--- src/source/dma_pkg.sv ---
package dma_pkg;

    // Bus widths
    localparam int ADDR_W = 32;
    localparam int DATA_W = 32;
    localparam int ID_W   = 4;
    localparam int LEN_W  = 8;

    localparam logic [1:0] RESP_OKAY = 2'b00;

    // Address bit 12 selects the scratch memory window
    localparam int MEM_WIN_BIT = 12;

    // Word offsets of the registers
    typedef enum logic [2:0] {
        REG_SRC    = 3'd0,
        REG_DST    = 3'd1,
        REG_QTY    = 3'd2,
        REG_CTRL   = 3'd3,
        REG_STATUS = 3'd4
    } reg_addr_e;

    typedef enum logic [1:0] {
        S_IDLE,
        S_WDATA,
        S_BRESP,
        S_RDATA
    } slave_state_e;

    typedef enum logic [1:0] {
        E_IDLE,
        E_COPY,
        E_DRAIN
    } engine_state_e;

endpackage

--- src/source/mem_port_if.sv ---
interface mem_port_if #(
    parameter int MEM_AW = 10
);
    import dma_pkg::*;

    logic              en;
    logic              we;
    logic [MEM_AW-1:0] addr;
    logic [DATA_W-1:0] wdata;
    // Valid the cycle after a read
    logic [DATA_W-1:0] rdata;

    modport master (
        output en,
        output we,
        output addr,
        output wdata,
        input  rdata
    );

    modport slave (
        input  en,
        input  we,
        input  addr,
        input  wdata,
        output rdata
    );

endinterface

--- src/source/dma_engine.sv ---
module dma_engine #(
    parameter int MEM_AW = 10
) (
    input  logic              clk,
    input  logic              rst,
    input  logic              start_i,
    input  logic [MEM_AW-1:0] src_i,
    input  logic [MEM_AW-1:0] dst_i,
    input  logic [MEM_AW:0]   qty_i,
    output logic              busy_o,
    output logic              fin_o,
    mem_port_if.master        mem_b
);
    import dma_pkg::*;

    engine_state_e state;

    logic [MEM_AW-1:0] src_r;
    logic [MEM_AW-1:0] dst_r;
    logic [MEM_AW:0]   qty_r;
    logic [MEM_AW:0]   rd_cnt;
    logic [MEM_AW:0]   wr_cnt;
    logic [MEM_AW-1:0] wr_addr_r;
    // High in the cycle that writes the word read just before
    logic              wr_ph;

    always_ff @(posedge clk or posedge rst) begin
        if (rst) begin
            state     <= E_IDLE;
            src_r     <= '0;
            dst_r     <= '0;
            qty_r     <= '0;
            rd_cnt    <= '0;
            wr_cnt    <= '0;
            wr_addr_r <= '0;
            wr_ph     <= 1'b0;
        end else begin
            case (state)
                E_IDLE: begin
                    if (start_i) begin
                        src_r  <= src_i;
                        dst_r  <= dst_i;
                        qty_r  <= qty_i;
                        rd_cnt <= '0;
                        wr_cnt <= '0;
                        wr_ph  <= 1'b0;
                        state  <= (qty_i == '0) ? E_DRAIN : E_COPY;
                    end
                end
                E_COPY: begin
                    if (!wr_ph) begin
                        rd_cnt    <= rd_cnt + 1'b1;
                        wr_addr_r <= dst_r + rd_cnt[MEM_AW-1:0];
                        wr_ph     <= 1'b1;
                    end else begin
                        wr_cnt <= wr_cnt + 1'b1;
                        wr_ph  <= 1'b0;
                        if (wr_cnt + 1'b1 == qty_r) begin
                            state <= E_DRAIN;
                        end
                    end
                end
                E_DRAIN: state <= E_IDLE;
                default: state <= E_IDLE;
            endcase
        end
    end

    // Read source word, then write it back out on the next cycle
    assign mem_b.en    = (state == E_COPY);
    assign mem_b.we    = (state == E_COPY) & wr_ph;
    assign mem_b.addr  = wr_ph ? wr_addr_r : src_r + rd_cnt[MEM_AW-1:0];
    assign mem_b.wdata = mem_b.rdata;

    assign busy_o = (state != E_IDLE);
    assign fin_o  = (state == E_DRAIN);

endmodule

--- src/flat_wrapper.sv ---
// flat-port wrapper written by rule: the top's interface ports become plain ports
module dma_engine_flat import dma_pkg::*;
#(
    parameter int MEM_AW = 10
)
  (clk, rst, start_i, src_i, dst_i, qty_i, busy_o, fin_o, mem_b_en, mem_b_we, mem_b_addr, mem_b_wdata, mem_b_rdata);
  mem_port_if #(.MEM_AW(MEM_AW)) mem_b_i ();
  input  logic clk;
  input  logic rst;
  input  logic start_i;
  input  logic [MEM_AW-1:0] src_i;
  input  logic [MEM_AW-1:0] dst_i;
  input  logic [MEM_AW:0] qty_i;
  output logic busy_o;
  output logic fin_o;
  output wire logic [$bits(mem_b_i.en)-1:0] mem_b_en;
  output wire logic [$bits(mem_b_i.we)-1:0] mem_b_we;
  output wire logic [$bits(mem_b_i.addr)-1:0] mem_b_addr;
  output wire logic [$bits(mem_b_i.wdata)-1:0] mem_b_wdata;
  input wire logic [$bits(mem_b_i.rdata)-1:0] mem_b_rdata;
  assign mem_b_en = mem_b_i.en;
  assign mem_b_we = mem_b_i.we;
  assign mem_b_addr = mem_b_i.addr;
  assign mem_b_wdata = mem_b_i.wdata;
  assign mem_b_i.rdata = mem_b_rdata;
  dma_engine #(.MEM_AW(MEM_AW)) u_core (.clk(clk), .rst(rst), .start_i(start_i), .src_i(src_i), .dst_i(dst_i), .qty_i(qty_i), .busy_o(busy_o), .fin_o(fin_o), .mem_b(mem_b_i));
endmodule
--- config.mk ---
export PLATFORM = sky130hd
export DESIGN_NAME = dma_engine_flat
export DESIGN_NICKNAME = d
export VERILOG_FILES = /design/src/source/dma_pkg.sv /design/src/source/mem_port_if.sv /design/src/source/dma_engine.sv /design/src/flat_wrapper.sv
export SDC_FILE = /design/constraint.sdc
export NUM_CORES = 1
export LEC_CHECK = 0
export BUFFER_PORTS_ARGS = -buffer_cell sky130_fd_sc_hd__buf_4
export CORE_MARGIN = 4
export CORE_UTILIZATION = 53
export CTS_CLUSTER_DIAMETER = 150
export DETAILED_ROUTE_END_ITERATION = 10
export PLACE_DENSITY = 0.8
export SYNTH_ARGS = -nofsm -noshare
export SYNTH_HDL_FRONTEND = slang
export SYNTH_SLANG_ARGS = --single-unit
--- constraint.sdc ---
create_clock -name clk -period 2.3 [get_ports clk]
set_input_delay 0.115 -clock clk [delete_from_list [all_inputs] [get_ports clk]]
set_output_delay 0.115 -clock clk [all_outputs]
set_load 0.05 [all_outputs]
=== Word level (Yosys, flattened, before mapping) ===
Cells that the tools add are included.

* Register bits: 66
* Input bits: 66
* Output and inout bits: 46
* Word-level logic and storage cells: 45

* $add $sub $neg: 4
* Equal/unequal tests: 7
* Muxes and demuxes: 14
* Bitwise logic cells: 2
* Reductions and logical operators: 10

{| class="wikitable"
|+ Operator list
! operator !! count
|-
| $pmux 11 s2 || 2
|-
| $mux 11 || 3
|-
| $add 11x1->11 const B || 2
|-
| $add 10x10->10 || 2
|-
| $eq 11x11->1 || 1
|-
| $logic_not 11->1 || 1
|-
| $mux 10 || 1
|-
| $reduce_and 3->1 || 3
|-
| $mux 2 || 4
|-
| $reduce_and 2->1 || 3
|-
| $ne 2x1->1 const B || 2
|-
| $ne 2x2->1 const B || 2
|-
| $pmux 2 s2 || 1
|-
| $reduce_bool 2->1 || 2
|-
| $eq 2x1->1 const B || 1
|-
| $eq 2x2->1 const B || 1
|-
| $logic_not 2->1 || 1
|-
| $mux 1 || 2
|-
| $pmux 1 s2 || 1
|-
| $and 1x1->1 || 1
|-
| $not 1->1 || 1
|}

=== Depth between registers and ports, before layout ===
* Depth after elaboration: 5
* Depth in mapped cells: 9
* Gate-level depth less buffers: 9

=== Least setup slack after synthesis ===
OpenSTA, ideal clock, no wires.

* Kind: register -> output
* Start point: register u_core.rd_cnt[0]
* End point: output mem_b_addr[4]
* Arrival time: 2567 ps
* Required time: 2185 ps
* Path slack: -382 ps
* Stages on the path, launching flop included: 7
* Path buffers: 0
* Cells stage by stage: dfrtp_1 ha_1 fa_1 a21o_1 a21oi_1 xnor2_1 o21ai_0

* Cells in the longest elaborated chain, start to end: 2

{| class="wikitable"
|+ RTL lines
! item !! RTL line !! source
|-
| from (decl) || dma_engine.sv:21 || <nowiki>logic [MEM_AW:0] rd_cnt;</nowiki>
|-
| from (signal assigned) || dma_engine.sv:52 || <nowiki>rd_cnt <= rd_cnt + 1'b1;</nowiki>
|-
| $add 10x10->10 || dma_engine.sv:72 || <nowiki>assign mem_b.addr = wr_ph ? wr_addr_r : src_r + rd_cnt[MEM_AW-1:0];</nowiki>
|-
| $mux 10 || dma_engine.sv:72 ||
|-
| to (decl) || flat_wrapper.sv:18 || <nowiki>output wire logic [$bits(mem_b_i.addr)-1:0] mem_b_addr;</nowiki>
|}

No other way between the ends.

=== Final worst setup path ===
* Start point: register u_core.src_r[0]
* End point: output mem_b_addr[8]

* Cells in the longest elaborated chain, start to end: 2

{| class="wikitable"
|+ RTL lines
! item !! RTL line !! source
|-
| from (decl) || dma_engine.sv:18 || <nowiki>logic [MEM_AW-1:0] src_r;</nowiki>
|-
| from (signal assigned) || dma_engine.sv:41 || <nowiki>src_r <= src_i;</nowiki>
|-
| $add 10x10->10 || dma_engine.sv:72 ||
|-
| $mux 10 || dma_engine.sv:72 ||
|}

No other way between the ends.

==> flow_metrics.py <==
metrics = {
    "timing": {
        "timing.final.setup_violations": 6,
        "period_share_pct": 113,
        "hold_viol": 0,
        "timing_worst_slew_pin_value_ns": 0.675,
        "max_freq_ghz": 0.386,
        "final.min_clock_period_ns": 2.59,
        "final_max_slew_viol_count": 0,
        "finClkSkew_ns": 0.00889,
        "setup_ws_ns": -0.290,
        "slew_headroom_pct": 54.9,
        "rsz_0062_raised_after_global_routing": "yes",
        "hold-worst-slack_ns": 0.200,
    },
    "die": {
        "die_width_um": 96.9,
        "rows": 32,
        "placeableCoreArea_sq_um": 7690,
        "floorplan.die_area_sq_um": 9390,
        "ios": 112,
        "start_util_pct": 54.5,
        "die_h_um": 96.9,
    },
    "critical_path": {
        "critical-path-max-stage-delay_ns": 0.40,
        "critPathLaunchType": "flip-flop",
        "critical_path_peak_fanout": 2,
        "critical_path_class": "flip-flop to primary output",
        "path_delay_family": "compound AO/OA/AOI/OAI gates",
        "reg_to_reg_start": "u_core.rd_cnt[0]",
        "reg2reg_setup_slack_ns": 0.14,
        "slowest_stage": "sky130_fd_sc_hd__dfrtp_1",
        "critical_path.n_buffers_inverters": 1,
        "crit_path_cell_chain": "ha_2 -> fa_2 -> a21o_1 -> a21oi_2 -> o21bai_2 -> a31oi_2 -> nor4b_1 -> a211o_1 -> buf_6",
        "regToRegEndpoint": "u_core.wr_addr_r[8]",
        "worst_ep_arrival_time_ns": 2.47,
        "path_depth": 9,
        "crit_required_ns": 2.18,
        "worst_r2r_path_depth": 10,
        "timing.critical_path.to_type": "primary output",
    },
    "clock_tree": {
        "root_buffer": "sky130_fd_sc_hd__clkbuf_8",
        "tritoncts": "done",
        "numClockSinks": 65,
        "maximum_number_of_buffers_from_clock_root_to_sink": 2,
        "numCtsBuffers": 9,
        "clock_network_latency_to_the_later_pin_of_the_worst_skew_pair_ns": 0.35,
        "worst_setup_hold_path_clk_slew_ns": 0.07,
        "clock_tree.htree_level_count": 3,
    },
    "hold_path": {
        "hold_start": "start_i",
        "hold-path-cell-count": 3,
        "hold_path.class": "input pin to flip-flop",
        "worstHoldEndpoint": "u_core.state[1]",
    },
    "pwr": {
        "pwr-share-clk_pct": 11.7,
        "power.switching_mw": 3.69,
        "power.internal_mw": 3.92,
        "pwr_density_cell_nw_per_um2": 1480,
        "power.share.switching_pct": 48.5,
        "combinationalPowerShare_pct": 61.9,
        "total_power_mw": 7.61,
        "power_frac_seq_pct": 26.4,
        "peakVddDrop_mv": 0.701,
        "p_leak_nw": 2.45,
    },
    "cells_and_area": {
        "area.sequential_sq_um": 1630,
        "layout-area-overhead-vs-synth_pct": 22.4,
        "multi_input_area_sq_um": 2270,
        "diodes": 0,
        "fillerInstances": 632,
        "post-route-cell-area_sq_um": 5130,
        "post_route_cells_drive_above_1_share_pct": 19.5,
        "fin_cells": 655,
        "post-route-util_pct": 66.7,
        "finalNetCount": 639,
    },
    "placed_design": {
        "placed_cells_incl_taps": 605,
        "io_buffer_count": 47,
        "gpl.final_weighted_congestion": 0.893,
        "detailedPlacementHpwl_um": 6980,
        "detailed_place.area_sq_um": 4490,
    },
    "grt": {
        "grt_remaining_overflow": 0,
        "grt_max_degree": 37,
        "grt_antenna_before_repair": 0,
        "grt_pass1_wl_um": 17700,
        "grt_pass1_vias": 3675,
        "total_routing_resource_utilization_after_global_routing_pct": 23.1,
    },
    "route": {
        "detail_route.vias_per_cell": 5.61,
        "dr_total_vias": 3677,
        "postRouteWirelength_um": 10700,
        "wl_per_cell_um": 16.3,
        "detailedRoute.firstIterationViolations": 259,
        "router_iterations_before_antenna_repair": 4,
        "drc": 0,
        "drt.antenna.violating_nets": 0,
    },
    "logic_synthesis": {
        "synth-main-ff-cell": "sky130_fd_sc_hd__dfrtp_1",
        "yosys_warnings": 0,
        "synth-seq-area-share_pct": 38.8,
        "yosys_register_bits": 65,
        "synth_net_count": 581,
        "synthCells": 493,
        "synth_enable_flop_cells": 0,
        "synthesis.area_sq_um": 4190,
        "synth-async-reset-ratio_pct": 100,
        "synth.distinct_cells": 56,
        "avgSynthCellArea_sq_um": 8.50,
    },
    "outcome": {
        "violations": "negative setup slack",
        "run_status": "complete, but fails checks",
    },
    "flow_run": {
        "max_cap_viol_count": 0,
    },
}
## timing repair
action                                  in CTS  in global routing
resized for setup                           13                 12
endpoints found under the hold margin       60                  0
cloned                                       0                  0
pin swaps                                   14                  5
hold buffers                                32                  0
endpoints found under the setup margin       6                  8
buffers inserted                             3                  3
## stage by stage
stage	TNS [ns]	worst slack, ns
after global routing	-1.37	-0.357
final	-0.926	-0.290
after detailed placement	-0.0852	-0.0628
after floorplan	-0.00640	-0.00640
after CTS	-0.628	-0.206
after global placement	0	0.0110
## how the worst max path moves through the flow
stage | from | endpoint | slack (ns)
final | u_core.src_r[0] | mem_b_addr[8] | -0.29
after global routing | u_core.src_r[0] | mem_b_addr[8] | -0.36
after CTS | u_core.src_r[0] | mem_b_addr[8] | -0.21
after detailed placement | u_core.rd_cnt[0] | mem_b_addr[8] | -0.06
after global placement | u_core.rd_cnt[0] | mem_b_addr[8] | 0.01
after floorplan | u_core.rd_cnt[0] | mem_b_addr[4] | -0.006
## registers in the layout, summed over array words and instances, names as in the netlist
| register | count |
|---|---|
| u_core.dst_r | 10 |
| u_core.qty_r | 11 |
| u_core.wr_addr_r | 10 |
| u_core.state | 2 |
| u_core.wr_ph | 1 |
| u_core.rd_cnt | 10 |
| u_core.src_r | 10 |
| u_core.wr_cnt | 11 |
## Yosys cell counts, drive strengths merged (4+ instances only)
master	number	area [sq um]
clkbuf	13	48.8
xor2	16	140
nor2	21	78.8
nor3	8	40.0
ha	20	250
o21ai	33	165
o31ai	4	30.0
a21o	6	45.0
a211oi	5	37.5
nor3b	4	30.0
nor4	4	25.0
inv	14	52.6
nand4	9	56.3
o21a	7	52.6
nand2	123	462
nand3	12	60.1
dfrtp	65	1630
xnor2	15	131
a21oi	16	83.8
buf	41	283
o21bai	4	30.0
## kinds of logic after synthesis
family          count (synthesis)  synth area share, %
compound gates                 94                 14.3
xor+xnor                       32                 7.02
fa+ha+maj                      22                 6.93
buf+inv                        68                 9.17
flops                          65                 38.8
mux                             3                0.777
simple gates                  209                 22.9
## routing by layer
metal,share of wire [%],GRT usage [%],up-vias,wire length [um]
li1,-,-,1778,-
met1,44,30.7,1745,4650
met2,47,36.0,124,5020
met3,6.2,4.47,30,657
met4,3.0,12.0,0,322
met5,0,0,-,0
## power by group through the flow
stage	sequential (mW)	combinational [mW]	clock, mW
6_report	2.01	4.71	0.890
5_1_grt	2.06	5.15	0.936
4_1_cts	1.98	4.49	0.892
3_5_place_dp	2.00	4.26	0
3_3_place_gp	1.98	4.12	0
2_1_floorplan	1.88	3.30	0
## tightest hold or removal path: stages
cell	delay, ns
sky130_fd_sc_hd__buf_4	0.12
sky130_fd_sc_hd__nor4bb_1	0.13
sky130_fd_sc_hd__a21o_1	0.15
## layout make-up
class	count	share of cell area, %
Clock buffer	13	3.29
Tap cell	102	2.49
Sequential cell	65	31.8
Inverter	14	1.02
Timing Repair Buffer	101	17.2
Multi-Input combinational cell	360	44.3
## placed cells by master, fill, tap and decap left out, drive strengths merged, types with 7 or more instances in the layout
| cell type | count |
|---|---|
| nand4 | 9 |
| nand2 | 123 |
| inv | 14 |
| nor2 | 21 |
| ha | 20 |
| o21a | 7 |
| a21oi | 16 |
| o21ai | 33 |
| dlygate4sd3 | 32 |
| nor3 | 8 |
| clkbuf | 13 |
| xnor2 | 15 |
| buf | 69 |
| dfrtp | 65 |
| nand3 | 12 |
| xor2 | 16 |
(Power assumes the default switching activity.)
