--- config.mk ---
export PLATFORM = sky130hd
export DESIGN_NAME = dma_regs_flat
export DESIGN_NICKNAME = d
export VERILOG_FILES = /design/src/source/dma_pkg.sv /design/src/source/mem_port_if.sv /design/src/source/dma_regs.sv /design/src/flat_wrapper.sv
export SDC_FILE = /design/constraint.sdc
export NUM_CORES = 1
export LEC_CHECK = 0
export ABC_CLOCK_PERIOD_IN_PS = 3300
export BUFFER_PORTS_ARGS = -buffer_cell sky130_fd_sc_hd__buf_4
export CAP_MARGIN = 20
export CELL_PAD_IN_SITES_DETAIL_PLACEMENT = 0
export CELL_PAD_IN_SITES_GLOBAL_PLACEMENT = 1
export CORE_UTILIZATION = 29
export CTS_CLUSTER_SIZE = 12
export DETAILED_ROUTE_END_ITERATION = 7
export HOLD_SLACK_MARGIN = 0.02
export PLACE_DENSITY = 0.83
export SYNTH_ARGS = -nofsm -noshare
export SYNTH_HDL_FRONTEND = slang
export SYNTH_SLANG_ARGS = --single-unit
--- constraint.sdc ---
create_clock -name clk -period 3.3 [get_ports clk]
set_input_delay 0.66 -clock clk [delete_from_list [all_inputs] [get_ports clk]]
set_output_delay 0.66 -clock clk [all_outputs]
set_load 0.05 [all_outputs]
--- src/source/dma_pkg.sv ---
package dma_pkg;

    // Bus widths
    localparam int ADDR_W = 32;
    localparam int DATA_W = 32;
    localparam int ID_W   = 4;
    localparam int LEN_W  = 8;

    localparam logic [1:0] RESP_OKAY = 2'b00;

    // Address bit 12 selects the scratch memory window
    localparam int MEM_WIN_BIT = 12;

    // Word offsets of the registers
    typedef enum logic [2:0] {
        REG_SRC    = 3'd0,
        REG_DST    = 3'd1,
        REG_QTY    = 3'd2,
        REG_CTRL   = 3'd3,
        REG_STATUS = 3'd4
    } reg_addr_e;

    typedef enum logic [1:0] {
        S_IDLE,
        S_WDATA,
        S_BRESP,
        S_RDATA
    } slave_state_e;

    typedef enum logic [1:0] {
        E_IDLE,
        E_COPY,
        E_DRAIN
    } engine_state_e;

endpackage

--- src/source/mem_port_if.sv ---
interface mem_port_if #(
    parameter int MEM_AW = 10
);
    import dma_pkg::*;

    logic              en;
    logic              we;
    logic [MEM_AW-1:0] addr;
    logic [DATA_W-1:0] wdata;
    // Valid the cycle after a read
    logic [DATA_W-1:0] rdata;

    modport master (
        output en,
        output we,
        output addr,
        output wdata,
        input  rdata
    );

    modport slave (
        input  en,
        input  we,
        input  addr,
        input  wdata,
        output rdata
    );

endinterface

--- src/source/dma_regs.sv ---
module dma_regs #(
    parameter int MEM_AW = 10
) (
    input  logic                        clk,
    input  logic                        rst,
    // Write address
    input  logic [dma_pkg::ID_W-1:0]    awid_i,
    input  logic [dma_pkg::ADDR_W-1:0]  awaddr_i,
    input  logic [dma_pkg::LEN_W-1:0]   awlen_i,
    input  logic                        awvalid_i,
    output logic                        awready_o,
    // Write data
    input  logic [dma_pkg::DATA_W-1:0]  wdata_i,
    input  logic [dma_pkg::DATA_W/8-1:0] wstrb_i,
    input  logic                        wlast_i,
    input  logic                        wvalid_i,
    output logic                        wready_o,
    // Write response
    output logic [dma_pkg::ID_W-1:0]    bid_o,
    output logic [1:0]                  bresp_o,
    output logic                        bvalid_o,
    input  logic                        bready_i,
    // Read address
    input  logic [dma_pkg::ID_W-1:0]    arid_i,
    input  logic [dma_pkg::ADDR_W-1:0]  araddr_i,
    input  logic [dma_pkg::LEN_W-1:0]   arlen_i,
    input  logic                        arvalid_i,
    output logic                        arready_o,
    // Read data
    output logic [dma_pkg::ID_W-1:0]    rid_o,
    output logic [dma_pkg::DATA_W-1:0]  rdata_o,
    output logic [1:0]                  rresp_o,
    output logic                        rlast_o,
    output logic                        rvalid_o,
    input  logic                        rready_i,
    // Scratch memory window
    mem_port_if.master                  mem_a,
    // Engine control
    output logic                        start_o,
    output logic [MEM_AW-1:0]           src_o,
    output logic [MEM_AW-1:0]           dst_o,
    output logic [MEM_AW:0]             qty_o,
    input  logic                        busy_i,
    input  logic                        fin_i,
    output logic                        irq_o
);
    import dma_pkg::*;

    slave_state_e state, next;

    logic awhns, whns, arhns;
    logic accept;

    logic [MEM_WIN_BIT:2] addr_r;
    logic [MEM_WIN_BIT:2] wr_addr;
    logic                 wr_win;
    logic                 ar_win;
    logic                 rwin_r;
    reg_addr_e            wr_reg;
    reg_addr_e            ar_reg;

    logic [ID_W-1:0]   id_r;
    logic [DATA_W-1:0] reg_rdata;
    logic [DATA_W-1:0] rdata_r;
    logic              done_r;

    assign awhns = awvalid_i & awready_o;
    assign whns  = wvalid_i  & wready_o;
    assign arhns = arvalid_i & arready_o;

    // A new request may be taken while the previous response completes
    assign accept = (state == S_IDLE) | (state == S_BRESP & bready_i) |
                    (state == S_RDATA & rready_i);

    assign awready_o = accept;
    assign arready_o = accept & ~awvalid_i;
    assign wready_o  = (state == S_WDATA) | (accept & awvalid_i);
    assign bvalid_o  = (state == S_BRESP);
    assign rvalid_o  = (state == S_RDATA);

    always_ff @(posedge clk or posedge rst) begin
        if (rst) begin
            state <= S_IDLE;
        end else begin
            state <= next;
        end
    end

    always_comb begin
        next = state;
        case (state)
            S_IDLE, S_BRESP, S_RDATA: begin
                if (accept) begin
                    if (awhns && whns) begin
                        next = S_BRESP;
                    end else if (awhns) begin
                        next = S_WDATA;
                    end else if (arhns) begin
                        next = S_RDATA;
                    end else begin
                        next = S_IDLE;
                    end
                end
            end
            S_WDATA: begin
                if (whns) begin
                    next = S_BRESP;
                end
            end
            default: next = S_IDLE;
        endcase
    end

    // W may arrive with AW, so take the live address then
    assign wr_addr = (state == S_WDATA) ? addr_r : awaddr_i[MEM_WIN_BIT:2];
    assign wr_win  = wr_addr[MEM_WIN_BIT];
    assign wr_reg  = reg_addr_e'(wr_addr[4:2]);
    assign ar_win  = araddr_i[MEM_WIN_BIT];
    assign ar_reg  = reg_addr_e'(araddr_i[4:2]);

    always_ff @(posedge clk or posedge rst) begin
        if (rst) begin
            addr_r  <= '0;
            id_r    <= '0;
            rdata_r <= '0;
            rwin_r  <= 1'b0;
        end else begin
            if (awhns) begin
                addr_r <= awaddr_i[MEM_WIN_BIT:2];
                id_r   <= awid_i;
            end else if (arhns) begin
                id_r    <= arid_i;
                rdata_r <= reg_rdata;
                rwin_r  <= ar_win;
            end
        end
    end

    // Memory window accesses go straight to port A
    assign mem_a.en    = (arhns & ar_win) | (whns & wr_win);
    assign mem_a.we    = whns & wr_win;
    assign mem_a.addr  = arhns ? araddr_i[MEM_AW+1:2] : wr_addr[MEM_AW+1:2];
    assign mem_a.wdata = wdata_i;

    always_ff @(posedge clk or posedge rst) begin
        if (rst) begin
            src_o   <= '0;
            dst_o   <= '0;
            qty_o   <= '0;
            start_o <= 1'b0;
            done_r  <= 1'b0;
        end else begin
            start_o <= 1'b0;
            if (fin_i) begin
                done_r <= 1'b1;
            end
            if (whns && !wr_win) begin
                case (wr_reg)
                    REG_SRC:  src_o   <= wdata_i[MEM_AW-1:0];
                    REG_DST:  dst_o   <= wdata_i[MEM_AW-1:0];
                    REG_QTY:  qty_o   <= wdata_i[MEM_AW:0];
                    REG_CTRL: start_o <= wdata_i[0];
                    REG_STATUS: begin
                        // A finishing copy in the same cycle keeps done set
                        if (wdata_i[1] && !fin_i) begin
                            done_r <= 1'b0;
                        end
                    end
                    default: ;
                endcase
            end
        end
    end

    always_comb begin
        case (ar_reg)
            REG_SRC:    reg_rdata = DATA_W'(src_o);
            REG_DST:    reg_rdata = DATA_W'(dst_o);
            REG_QTY:    reg_rdata = DATA_W'(qty_o);
            REG_STATUS: reg_rdata = DATA_W'({done_r, busy_i});
            default:    reg_rdata = '0;
        endcase
    end

    assign rdata_o = rwin_r ? mem_a.rdata : rdata_r;
    assign rid_o   = id_r;
    assign bid_o   = id_r;
    assign rresp_o = RESP_OKAY;
    assign bresp_o = RESP_OKAY;
    assign rlast_o = 1'b1;
    assign irq_o   = done_r;

endmodule

--- src/flat_wrapper.sv ---
// flat-port wrapper written by rule: the top's interface ports become plain ports
module dma_regs_flat import dma_pkg::*;
#(
    parameter int MEM_AW = 10
)
  (clk, rst, awid_i, awaddr_i, awlen_i, awvalid_i, awready_o, wdata_i, wstrb_i, wlast_i, wvalid_i, wready_o, bid_o, bresp_o, bvalid_o, bready_i, arid_i, araddr_i, arlen_i, arvalid_i, arready_o, rid_o, rdata_o, rresp_o, rlast_o, rvalid_o, rready_i, start_o, src_o, dst_o, qty_o, busy_i, fin_i, irq_o, mem_a_en, mem_a_we, mem_a_addr, mem_a_wdata, mem_a_rdata);
  mem_port_if #(.MEM_AW(MEM_AW)) mem_a_i ();
  input  logic clk;
  input  logic rst;
  input  logic [dma_pkg::ID_W-1:0] awid_i;
  input  logic [dma_pkg::ADDR_W-1:0] awaddr_i;
  input  logic [dma_pkg::LEN_W-1:0] awlen_i;
  input  logic awvalid_i;
  output logic awready_o;
  input  logic [dma_pkg::DATA_W-1:0] wdata_i;
  input  logic [dma_pkg::DATA_W/8-1:0] wstrb_i;
  input  logic wlast_i;
  input  logic wvalid_i;
  output logic wready_o;
  output logic [dma_pkg::ID_W-1:0] bid_o;
  output logic [1:0] bresp_o;
  output logic bvalid_o;
  input  logic bready_i;
  input  logic [dma_pkg::ID_W-1:0] arid_i;
  input  logic [dma_pkg::ADDR_W-1:0] araddr_i;
  input  logic [dma_pkg::LEN_W-1:0] arlen_i;
  input  logic arvalid_i;
  output logic arready_o;
  output logic [dma_pkg::ID_W-1:0] rid_o;
  output logic [dma_pkg::DATA_W-1:0] rdata_o;
  output logic [1:0] rresp_o;
  output logic rlast_o;
  output logic rvalid_o;
  input  logic rready_i;
  output logic start_o;
  output logic [MEM_AW-1:0] src_o;
  output logic [MEM_AW-1:0] dst_o;
  output logic [MEM_AW:0] qty_o;
  input  logic busy_i;
  input  logic fin_i;
  output logic irq_o;
  output wire logic [$bits(mem_a_i.en)-1:0] mem_a_en;
  output wire logic [$bits(mem_a_i.we)-1:0] mem_a_we;
  output wire logic [$bits(mem_a_i.addr)-1:0] mem_a_addr;
  output wire logic [$bits(mem_a_i.wdata)-1:0] mem_a_wdata;
  input wire logic [$bits(mem_a_i.rdata)-1:0] mem_a_rdata;
  assign mem_a_en = mem_a_i.en;
  assign mem_a_we = mem_a_i.we;
  assign mem_a_addr = mem_a_i.addr;
  assign mem_a_wdata = mem_a_i.wdata;
  assign mem_a_i.rdata = mem_a_rdata;
  dma_regs #(.MEM_AW(MEM_AW)) u_core (.clk(clk), .rst(rst), .awid_i(awid_i), .awaddr_i(awaddr_i), .awlen_i(awlen_i), .awvalid_i(awvalid_i), .awready_o(awready_o), .wdata_i(wdata_i), .wstrb_i(wstrb_i), .wlast_i(wlast_i), .wvalid_i(wvalid_i), .wready_o(wready_o), .bid_o(bid_o), .bresp_o(bresp_o), .bvalid_o(bvalid_o), .bready_i(bready_i), .arid_i(arid_i), .araddr_i(araddr_i), .arlen_i(arlen_i), .arvalid_i(arvalid_i), .arready_o(arready_o), .rid_o(rid_o), .rdata_o(rdata_o), .rresp_o(rresp_o), .rlast_o(rlast_o), .rvalid_o(rvalid_o), .rready_i(rready_i), .mem_a(mem_a_i), .start_o(start_o), .src_o(src_o), .dst_o(dst_o), .qty_o(qty_o), .busy_i(busy_i), .fin_i(fin_i), .irq_o(irq_o));
endmodule
* Yosys cells after proc, flatten, opt, wreduce, memory -nomap -nowiden
Index checks and enable logic that the tools add are counted.
Storage, ports and cells: flip-flop bits (word level) 83, bits of input ports 166, output and inout port bits 127, word-level logic and storage cells 69
Operators by class: eq/ne operators 12, mux-type cells 18, bitwise logic cells 14, reductions and logical operators 15
Operators by type and width (count):
- 11-bit one-hot mux with 4 select lines | 1
- 32-bit 2-to-1 mux | 1
- 11-bit 2-to-1 mux | 1
- 10-bit 2-to-1 mux | 1
- 2-bit 2-to-1 mux | 5
- 2-bit AND reduction | 5
- 3-bit by 2-bit == test with 1-bit output (second input constant) | 3
- 1-bit AND | 8
- 4-bit 2-to-1 mux | 2
- 3-bit by 1-bit == test with 1-bit output (second input constant) | 2
- 3-bit == test (second input constant) | 2
- 3-bit zero test | 2
- 1-bit 2-to-1 mux | 6
- 2-bit == test (second input constant) | 2
- 2-bit by 1-bit != test with 1-bit output (second input constant) | 2
- 1-bit OR | 4
- 2-bit one-hot mux with 2 select lines | 1
- 1-bit logical AND | 3
- 3-bit OR reduction | 1
- 2-bit by 1-bit == test with 1-bit output (second input constant) | 1
- 1-bit zero test | 2
- 2-bit zero test | 1
- 1-bit NOT | 2
- 2-bit nonzero test | 1

* Logic depth before layout (Yosys ltp)
Gate-level depths: netlist (run 1).
depth after elaboration 11, gate-level depth with buffers 6, gate-level depth less buffers 4

* Worst setup path after synthesis (run 1)
No wires, ideal clock.
path kind input to output, start point input port bready_i, end point output port mem_a_addr[7], arrival time 2678 ps, data required time 2640 ps, slack -38 ps, cell stages on the path 4, cell sequence or3b_2 and4b_1 clkbuf_1 o21ai_0
Between the ends: cells in the longest elaborated chain, start to end 6
Ends and longest elaborated chain:
- start: declaration | line flat_wrapper.sv:23 | input logic bready_i;
- 1-bit AND | line dma_regs.sv:72 | assign accept = (state == S_IDLE) | (state == S_BRESP & bready_i) |
- 1-bit OR (2 in a row) | line dma_regs.sv:72
- 1-bit AND | line dma_regs.sv:76 | assign arready_o = accept & ~awvalid_i;
- 1-bit AND | line dma_regs.sv:69 | assign arhns = arvalid_i & arready_o;
- 10-bit 2-to-1 mux | line dma_regs.sv:142 | assign mem_a.addr = arhns ? araddr_i[MEM_AW+1:2] : wr_addr[MEM_AW+1:2];
- end: declaration | line flat_wrapper.sv:44 | output wire logic [$bits(mem_a_i.addr)-1:0] mem_a_addr;
Every way passes these cells.

* Worst setup path in the final report (run 1)
start point register u_core.state[1], end point output port mem_a_en
Between the ends: cells in the longest elaborated chain, start to end 9, elaborated cells on any way between the ends 17, classes of those cells eq/ne: 3; mux: 1; bitwise: 12; reduce/logical: 1
Ends and longest elaborated chain:
- start: declaration | line dma_regs.sv:49 | slave_state_e state, next;
- start signal: assignment | line dma_regs.sv:85 | state <= next;
- 2-bit == test | line dma_regs.sv:72
- 1-bit AND | line dma_regs.sv:72
- 1-bit OR (2 in a row) | line dma_regs.sv:72
- 1-bit AND | line dma_regs.sv:77 | assign wready_o = (state == S_WDATA) | (accept & awvalid_i);
- 1-bit OR | line dma_regs.sv:77
- 1-bit AND | line dma_regs.sv:68 | assign whns = wvalid_i & wready_o;
- 1-bit AND | line dma_regs.sv:140 | assign mem_a.en = (arhns & ar_win) | (whns & wr_win);
- 1-bit OR (*) | line dma_regs.sv:140
- end: declaration | line flat_wrapper.sv:42 | output wire logic [$bits(mem_a_i.en)-1:0] mem_a_en;
Every way passes the cells marked *; elsewhere a longest branch is shown, timed or not.

==> impl_metrics.json, run 1 <==
{
  "cts_tree": "yes",
  "yosys_warnings": 0,
  "layout_commonest_cell": "buf_4",
  "gp_congestion": 0.828,
  "ys_types": 37,
  "design.die.area_sq_mm": 0.0131,
  "area_growth_pct": 42.2,
  "setup_slack_ns": 0.207,
  "p_switching_mw": 2.96,
  "detail_route.first_pass.iterations": 4,
  "fin_crit_ns": 3.09,
  "hp-start": "u_core.addr_r[5]",
  "vdd_ir_drop_max_mv": 0.538,
  "r2r_start": "u_core.state[1]",
  "relSlewSlack": 0.419,
  "ys_seq_area_frac": 0.424,
  "p_leak_nw": 2.65,
  "rrSetupSlack_ns": 0.79,
  "cp.arrival_ns": 2.43,
  "max_stage_delay_ns": 0.55,
  "multiInputGateArea_sq_mm": 0.00168,
  "min_path_type": "register to register",
  "cts-resized-gates": 0,
  "ys_ff_latch": 62,
  "drt-total-wl_um": 10600,
  "r2r-end": "u_core.dst_o[4]",
  "dr_total_vias": 3138,
  "outcome": "finished, final reports clean",
  "synth_area_leaders": "dfrtp_1, mux2_2, buf_4",
  "seq_area_sq_mm": 0.00155,
  "yosysTopAreaCell": "dfrtp_1",
  "start_kind": "register",
  "post_cts_buffers": 0,
  "synthCells": 372,
  "sequentialPowerShare": 0.243,
  "worstRegToRegCells": 4,
  "path_max_fanout": 22,
  "cts_inserted_buffers": 9,
  "crit_family": "simple AND/OR/NAND/NOR gates",
  "cts_root_buf": "clkbuf_16",
  "slowest_stage": "dfrtp_1",
  "synth_edf_count": 0,
  "placementRows": 40,
  "dp_hpwl_um": 8130,
  "drive_above_1_share": 0.491,
  "cts.sinks": 62,
  "timing.fmax_mhz": 323,
  "finalCritPeriodShare": 0.937,
  "fin_area_sq_mm": 0.00520,
  "insertion_delay_ns": 0.33,
  "grt_pass1_wl_um": 15600,
  "synthArstFlopShare": 1.00,
  "path_class": "register to output port",
  "finalSetupViolations": 0,
  "netlist_area_sq_mm": 0.00366,
  "avgSynthCellArea_sq_um": 9.83,
  "drc": 0,
  "die-height_um": 114,
  "cts_buffer_depth": 2,
  "worst_pin_slew_ns": 0.871,
  "port_buffers": 182,
  "grt.total_usage": 0.160,
  "min_to": "u_core.addr_r[5]",
  "dieWidth_um": 114,
  "postCtsHoldBufs": 0,
  "finalHoldViolCount": 0,
  "dpl_worst_slack_ns": 0.352,
  "layout_common_cells": "buf_4, dfrtp_1, nand2_1",
  "synth_ff_type": "dfrtp_1",
  "nFillCells": 1197,
  "grt_pass1_vias": 2934,
  "synth_top_area_share": 0.424,
  "ctsHtreeMaxLevel": 3,
  "nNetsFinal": 676,
  "critPathCaptureType": "output port",
  "grt_antenna_before_repair": 0,
  "power.density_mw_per_mm2": 1120,
  "wl_per_cell_um": 15.5,
  "clk_pin_slew_ns": 0.06,
  "first_iter_violations": 146,
  "fin_skew_ns": 0.00483,
  "comb_power_share": 0.579,
  "holdPathStages": 2,
  "grt_max_degree": 63,
  "required_ns": 2.64,
  "final_antenna_net_count": 0,
  "io_pins": 293,
  "initial_core_util": 0.301,
  "vias_per_cell": 4.59,
  "pwr-share-clk": 0.178,
  "setup_tns_ns": 0,
  "p_int_mw": 2.87,
  "maxCapViolations": 0,
  "cp_num_buf_inv": 1,
  "core-area_sq_mm": 0.0122,
  "maxSlewViolCount": 0,
  "crit_path_start": "u_core.state[1]",
  "gr-total-overflow": 0,
  "fin_util": 0.427,
  "rsz0062_at_grt": "false",
  "swShare": 0.508,
  "n_antenna_cell": 0,
  "crit_chain": "or3b_2 > and4b_1 > nand2_1 > o21ai_0 > buf_4",
  "place_area_sq_mm": 0.00487
}
logic make-up after synthesis:
kind of cell,Yosys count,synth area share
compound gates,52,0.0917
buf+inv,70,0.120
flops,62,0.424
mux,64,0.191
other cells,2,0.00205
simple gates,122,0.171
metal layers:
| layer | vias up | GRT usage | routed length [um] |
|---|---|---|---|
| li1 | 1509 | - | - |
| met1 | 1479 | 0.209 | 4510 |
| met2 | 131 | 0.255 | 5140 |
| met3 | 19 | 0.0318 | 739 |
| met4 | 0 | 0.0736 | 206 |
| met5 | - | 0 | 0 |
how the worst max path moves through the flow:
stage                    end  depth (start not counted)
2_1_floorplan  mem_a_addr[7]                          4
3_3_place_gp        mem_a_en                          6
3_5_place_dp        mem_a_en                          6
4_1_cts             mem_a_en                          5
5_1_grt        mem_a_addr[7]                          4
6_report            mem_a_en                          5
final cells by class:
class | instances | area share
multi-input cells | 243 | 0.323
clock inverters | 7 | 0.0197
inverters | 7 | 0.00506
well taps | 168 | 0.0404
clock buffers | 9 | 0.0433
flip-flops and latches | 62 | 0.299
repair buffers | 187 | 0.270
worst reg2reg max path, stage by stage, from the launching register on:
cell and delay, ns:
dfrtp_1 0.55, nand2b_1 0.56, a31oi_1 0.25, nor3_4 0.62, mux2_2 0.42
power by group through the flow:
stage	combinational, mW	clock (mW)	sequential [mW]
global placement	3.37	0	1.41
floorplan	1.86	0	2.04
CTS	3.40	1.07	1.42
finish	3.37	1.04	1.41
detailed placement	3.39	0	1.44
global route	3.53	1.10	1.47
synthesized netlist by cell type (all sizes together), types with 2 or more instances:
| library cell | count |
|---|---|
| buf | 53 |
| inv | 7 |
| dfrtp | 62 |
| and3 | 2 |
| nor4bb | 3 |
| and2 | 23 |
| o32a | 2 |
| nand4b | 2 |
| nand2 | 56 |
| mux2 | 42 |
| nor2b | 5 |
| nor3 | 4 |
| nand3 | 5 |
| a21oi | 11 |
| nor2 | 16 |
| conb | 2 |
| a31oi | 5 |
| o21ai | 16 |
| a22oi | 6 |
| mux2i | 22 |
| o31ai | 8 |
| nor3b | 2 |
| clkbuf | 10 |
metrics by stage:
stage,hold WS [ns],cells,power (mW)
2_1_floorplan,0.435,375,3.90
3_3_place_gp,0.460,667,4.78
3_5_place_dp,0.461,667,4.83
4_1_cts,0.475,683,5.89
5_1_grt,0.495,683,6.11
6_report,0.469,683,5.82
sequential cells by signal, summed over array words and instances, names as in the netlist, 2 cells and up:
signal	cells
u_core.bid_o	4
u_core.src_o	10
u_core.state	2
u_core.rdata_r	11
u_core.qty_o	11
u_core.dst_o	10
u_core.addr_r	11
(Power assumes the default switching activity.)
==> inputs of run 2 (changes only) <==
--- a/config.mk
+++ b/config.mk
@@ -13,6 +13,7 @@
 export CORE_UTILIZATION = 29
 export CTS_CLUSTER_SIZE = 12
 export DETAILED_ROUTE_END_ITERATION = 7
+export GPL_TIMING_DRIVEN = 0
 export HOLD_SLACK_MARGIN = 0.02
 export PLACE_DENSITY = 0.83
 export SYNTH_ARGS = -nofsm -noshare
==> run 2 against run 1 <==
Via count rose by 9.9%. Critical path depth grew 1. Count of clock-buffer cells in the layout rose by 2. First-iteration DRC count decreased by 18%. Maximum frequency is 0.57% lower. Wire length increased by 6.9%. Critical path type unchanged. Critical endpoint is now mem_a_addr[6].
==> impl_metrics.json, run 2 (synthesized netlist as in run 1, its figures left out) <==
{
  "layout_common_cells": "buf_4, dfrtp_1, nand2_1",
  "finalCritPeriodShare": 0.943,
  "fin_skew_ns": 0.00692,
  "relSlewSlack": 0.502,
  "critPathCaptureType": "output port",
  "pwr-share-clk": 0.170,
  "whs_ns": 0.379,
  "p_leak_nw": 2.98,
  "dp_hpwl_um": 9020,
  "dr_total_vias": 3448,
  "start_kind": "register",
  "fin_cells": 760,
  "initial_core_util": 0.301,
  "outcome": "finished, final reports clean",
  "path_max_fanout": 10,
  "comb_power_share": 0.604,
  "finalHoldViolCount": 0,
  "n_antenna_cell": 0,
  "largestRegisters": "u_core.addr_r x11, u_core.qty_o x11, u_core.rdata_r x11",
  "gr-total-overflow": 0,
  "grt.total_usage": 0.171,
  "grt_max_degree": 41,
  "worst_pin_slew_ns": 0.747,
  "fin_util": 0.472,
  "nNetsFinal": 754,
  "postCtsHoldBufs": 0,
  "finalSetupViolations": 0,
  "power_mw": 6.00,
  "cts_tree": "yes",
  "drc": 0,
  "rsz0062_at_grt": "false",
  "cts_inserted_buffers": 9,
  "drive_above_1_share": 0.541,
  "vias_per_cell": 4.54,
  "detail_route.first_pass.iterations": 7,
  "design.die.area_sq_mm": 0.0131,
  "grt_antenna_before_repair": 0,
  "fin_crit_ns": 3.11,
  "first_iter_violations": 120,
  "die-height_um": 114,
  "grt_pass1_wl_um": 17000,
  "min_path_type": "primary input to async pin",
  "layout_commonest_cell": "buf_4",
  "setup_tns_ns": 0,
  "grt_pass1_vias": 3320,
  "dp_cells": 745,
  "final_antenna_net_count": 0,
  "core-area_sq_mm": 0.0122,
  "cts_buffer_depth": 2,
  "vdd_ir_drop_max_mv": 0.561,
  "cts_root_buf": "clkbuf_16",
  "drt-total-wl_um": 11300,
  "sequentialPowerShare": 0.225,
  "cp.arrival_ns": 2.45,
  "dieWidth_um": 114,
  "fin_area_sq_mm": 0.00573,
  "insertion_delay_ns": 0.33,
  "setup_slack_ns": 0.190,
  "port_buffers": 201,
  "cts.sinks": 62,
  "gp_congestion": 0.743,
  "nFillCells": 1183,
  "ctsHtreeMaxLevel": 3,
  "clk_pin_slew_ns": 0.05,
  "power.density_mw_per_mm2": 1050,
  "place_area_sq_mm": 0.00541,
  "io_pins": 293,
  "wl_per_cell_um": 14.9,
  "p_int_mw": 2.99,
  "required_ns": 2.64,
  "area_growth_pct": 56.8,
  "post_cts_buffers": 0,
  "swShare": 0.501,
  "p_switching_mw": 3.01,
  "maxSlewViolCount": 0,
  "maxCapViolations": 0,
  "dpl_worst_slack_ns": 0.303,
  "timing.fmax_mhz": 322,
  "path_class": "register to output port",
  "placementRows": 40
}
[run 2: changes by cell type in the layout (fill, tap and decap cells not counted), sizes merged]
cell / previous run / this run
clkinv: 0 / 2
clkbuf: 9 / 21
inv: 11 / 7
buf: 187 / 255
clkinvlp: 1 / 0
[run 2: layout make-up]
type	count	area [sq um]	share of cell area
multi-input combinational	243	1680	0.293
sequential	62	1550	0.271
timing repair buffer	202	1530	0.267
buffer	63	413	0.0720
clock buffer	11	253	0.0441
tap	168	210	0.0367
clock inverter	4	70.1	0.0122
inverter	7	26.3	0.00458
[run 2: worst paths after layout]
path / startpoint / endpoint / slack, ns / depth (start not counted)
setup / recovery: u_core.state[0] / mem_a_addr[6] / 0.19 / 6
hold / removal: rst / u_core.addr_r[8] / 0.38 / 2
setup reg to reg: u_core.state[0] / u_core.dst_o[0] / 1.15 / 5
hold reg to reg: u_core.rdata_r[10] / u_core.rdata_r[10] / 0.46 / 2
max in group asynchronous: rst / u_core.rdata_r[2] / 2.33 / 3
min in group clk: u_core.rdata_r[10] / u_core.rdata_r[10] / 0.46 / 2
[run 2: layer usage]
metal,vias up,part of all wire,global-route usage
met5,-,0,0
met4,0,0.015,0.0511
met3,14,0.068,0.0386
met2,155,0.50,0.297
met1,1621,0.42,0.210
li1,1658,-,-
[run 2: what timing repair did]
action,in CTS,in global routing
hold endpoints to repair,0,0
resized for setup,0,3
setup endpoints to repair,0,2
[run 2: critical path: stages (launching register included)]
cell      delay (ns)
dfrtp_1         0.40
buf_2           0.18
or3b_2          0.53
and4b_1         0.28
clkbuf_1        0.26
o21ai_0         0.24
buf_4           0.23
[run 2: power by group through the flow]
stage / Combinational (mW) / Clock, mW / Sequential (mW)
after floorplan: 1.86 / 0 / 2.04
final: 3.62 / 1.02 / 1.35
after detailed placement: 3.65 / 0 / 1.37
after global placement: 3.61 / 0 / 1.35
after global routing: 3.81 / 1.07 / 1.40
after CTS: 3.66 / 1.03 / 1.35
==> inputs of run 3 (changes only) <==
--- a/config.mk
+++ b/config.mk
@@ -5,17 +5,17 @@
 export SDC_FILE = /design/constraint.sdc
 export NUM_CORES = 1
 export LEC_CHECK = 0
-export ABC_CLOCK_PERIOD_IN_PS = 3300
+export ABC_CLOCK_PERIOD_IN_PS = 2800
 export BUFFER_PORTS_ARGS = -buffer_cell sky130_fd_sc_hd__buf_4
 export CAP_MARGIN = 20
 export CELL_PAD_IN_SITES_DETAIL_PLACEMENT = 0
 export CELL_PAD_IN_SITES_GLOBAL_PLACEMENT = 1
-export CORE_UTILIZATION = 29
+export CORE_UTILIZATION = 25
 export CTS_CLUSTER_SIZE = 12
 export DETAILED_ROUTE_END_ITERATION = 7
 export GPL_TIMING_DRIVEN = 0
 export HOLD_SLACK_MARGIN = 0.02
-export PLACE_DENSITY = 0.83
+export PLACE_DENSITY = 0.75
 export SYNTH_ARGS = -nofsm -noshare
 export SYNTH_HDL_FRONTEND = slang
 export SYNTH_SLANG_ARGS = --single-unit
==> constraint.sdc (replaced) <==
create_clock -name clk -period 2.8 [get_ports clk]
set_input_delay 0.56 -clock clk [delete_from_list [all_inputs] [get_ports clk]]
set_output_delay 0.56 -clock clk [all_outputs]
set_load 0.05 [all_outputs]
==> run 3 against run 2 <==
Via count shrank 0.84%. Final area grew 0.22%. Critical path type unchanged. Sequential share of layout area shrank 0.059 points.
==> impl_metrics.json, run 3 (synthesized netlist as in run 1, its figures left out) <==
{
  "dpl_worst_slack_ns": 0.00163,
  "final_antenna_net_count": 0,
  "finalCritPeriodShare": 0.963,
  "grt.total_usage": 0.147,
  "dr_total_vias": 3419,
  "fin_crit_ns": 2.70,
  "required_ns": 2.24,
  "core-area_sq_mm": 0.0141,
  "cts.sinks": 62,
  "relSlewSlack": 0.539,
  "grt_pass1_wl_um": 16600,
  "port_buffers": 201,
  "setup_tns_ns": 0,
  "cts_inserted_buffers": 9,
  "gr-total-overflow": 0,
  "rrSetupSlack_ns": 0.63,
  "nNetsFinal": 756,
  "design.die.area_sq_mm": 0.0151,
  "timing.fmax_mhz": 371,
  "use_met2": 0.247,
  "detail_route.first_pass.iterations": 4,
  "ctsHtreeMaxLevel": 3,
  "cts_buffer_depth": 2,
  "initial_core_util": 0.259,
  "r2r_start": "u_core.state[1]",
  "path_max_fanout": 10,
  "globalRouteMet1Util": 0.185,
  "p_leak_nw": 2.98,
  "worst_pin_slew_ns": 0.691,
  "area_growth_pct": 57.2,
  "first_iter_violations": 117,
  "cts_root_buf": "clkbuf_16",
  "grt_antenna_before_repair": 0,
  "layout_common_cells": "buf_4, dfrtp_1, nand2_1",
  "path_class": "register to output port",
  "worstRegToRegCells": 5,
  "vias_per_cell": 4.42,
  "io_pins": 293,
  "dp_hpwl_um": 8880,
  "die-height_um": 123,
  "insertion_delay_ns": 0.32,
  "vdd_ir_drop_max_mv": 0.606,
  "gp_congestion": 0.737,
  "drive_above_1_share": 0.546,
  "rsz0062_at_grt": "false",
  "drc": 0,
  "finalHoldViolCount": 0,
  "placementRows": 43,
  "power.density_mw_per_mm2": 1210,
  "n_antenna_cell": 0,
  "dieWidth_um": 123,
  "drt-total-wl_um": 11400,
  "largestRegisters": "u_core.addr_r x11, u_core.qty_o x11, u_core.rdata_r x11",
  "critPathCaptureType": "output port",
  "grt_pass1_vias": 3335,
  "layout_commonest_cell": "buf_4",
  "r2r-end": "u_core.src_o[9]",
  "whs_ns": 0.277,
  "start_kind": "register",
  "setup_slack_ns": 0.104,
  "finalSetupViolations": 0,
  "fin_skew_ns": 0.00614,
  "cp.arrival_ns": 2.14,
  "grt_max_degree": 42,
  "maxCapViolations": 0,
  "clk_pin_slew_ns": 0.05,
  "cts_tree": "yes",
  "maxSlewViolCount": 0,
  "use_met3": 0.0401,
  "outcome": "finished, final reports clean",
  "min_path_type": "primary input to async pin",
  "busiest_layer": "met2",
  "wl_per_cell_um": 14.7
}
run 3: report_power, final:
| part | internal (mW) | switching, mW | total (mW) | leakage (nW) |
|---|---|---|---|---|
| registers | 1.29 | 0.304 | 1.59 | 0.787 |
| logic | 1.44 | 2.85 | 4.30 | 2.06 |
| clock network | 0.673 | 0.385 | 1.06 | 0.137 |
run 3: stage by stage:
| stage | std cells | cell area (sq um) | total power, mW | utilization |
|---|---|---|---|---|
| 6_report | 773 | 5750 | 6.94 | 0.408 |
| 3_5_place_dp | 757 | 5420 | 5.91 | 0.385 |
| 4_1_cts | 773 | 5740 | 7.02 | 0.407 |
| 5_1_grt | 773 | 5750 | 7.31 | 0.408 |
| 2_1_floorplan | 375 | 3670 | 4.60 | - |
| 3_3_place_gp | 756 | 5400 | 5.85 | 0.383 |
run 3: final cells by class:
class / count / area (sq um)
Tap cell: 180 / 225
Fill cell: 1453 / 8350
Clock buffer: 9 / 225
Sequential cell: 62 / 1550
Buffer: 63 / 433
Clock inverter: 5 / 52.6
Timing Repair Buffer: 204 / 1550
Multi-Input combinational cell: 243 / 1690
Inverter: 7 / 26.3
run 3: worst max-delay path by stage:
stage / startpoint / endpoint / slack (ns) / cells past startpoint
finish: u_core.state[0] / mem_a_addr[4] / 0.10 / 6
detailed placement: bready_i / mem_a_addr[4] / 0.002 / 6
CTS: u_core.state[0] / mem_a_addr[7] / 0.04 / 6
floorplan: bready_i / mem_a_addr[7] / -0.34 / 4
global placement: rst / u_core.rdata_r[5] / -0.13 / 2
global route: u_core.state[0] / mem_a_addr[0] / 0.008 / 7
run 3: routing by layer:
| layer | wire, um | vias to the layer above |
|---|---|---|
| li1 | - | 1665 |
| met1 | 4850 | 1596 |
| met2 | 5540 | 150 |
| met3 | 859 | 8 |
| met4 | 125 | 0 |
| met5 | 0 | - |
run 3: what timing repair did:
item	in CTS	in global routing
hold buffers	0	0
endpoints found under the hold margin	0	0
setup endpoints to repair	10	5
buffers inserted	2	0
pin swaps	1	1
gates resized for setup	13	4
run 3: worst max-delay path, cell delays in order (launching register included):
cell      delay, ns
dfrtp_1        0.40
buf_2          0.18
or3b_4         0.43
and4b_2        0.26
clkbuf_8       0.18
o21ai_2        0.18
buf_6          0.18
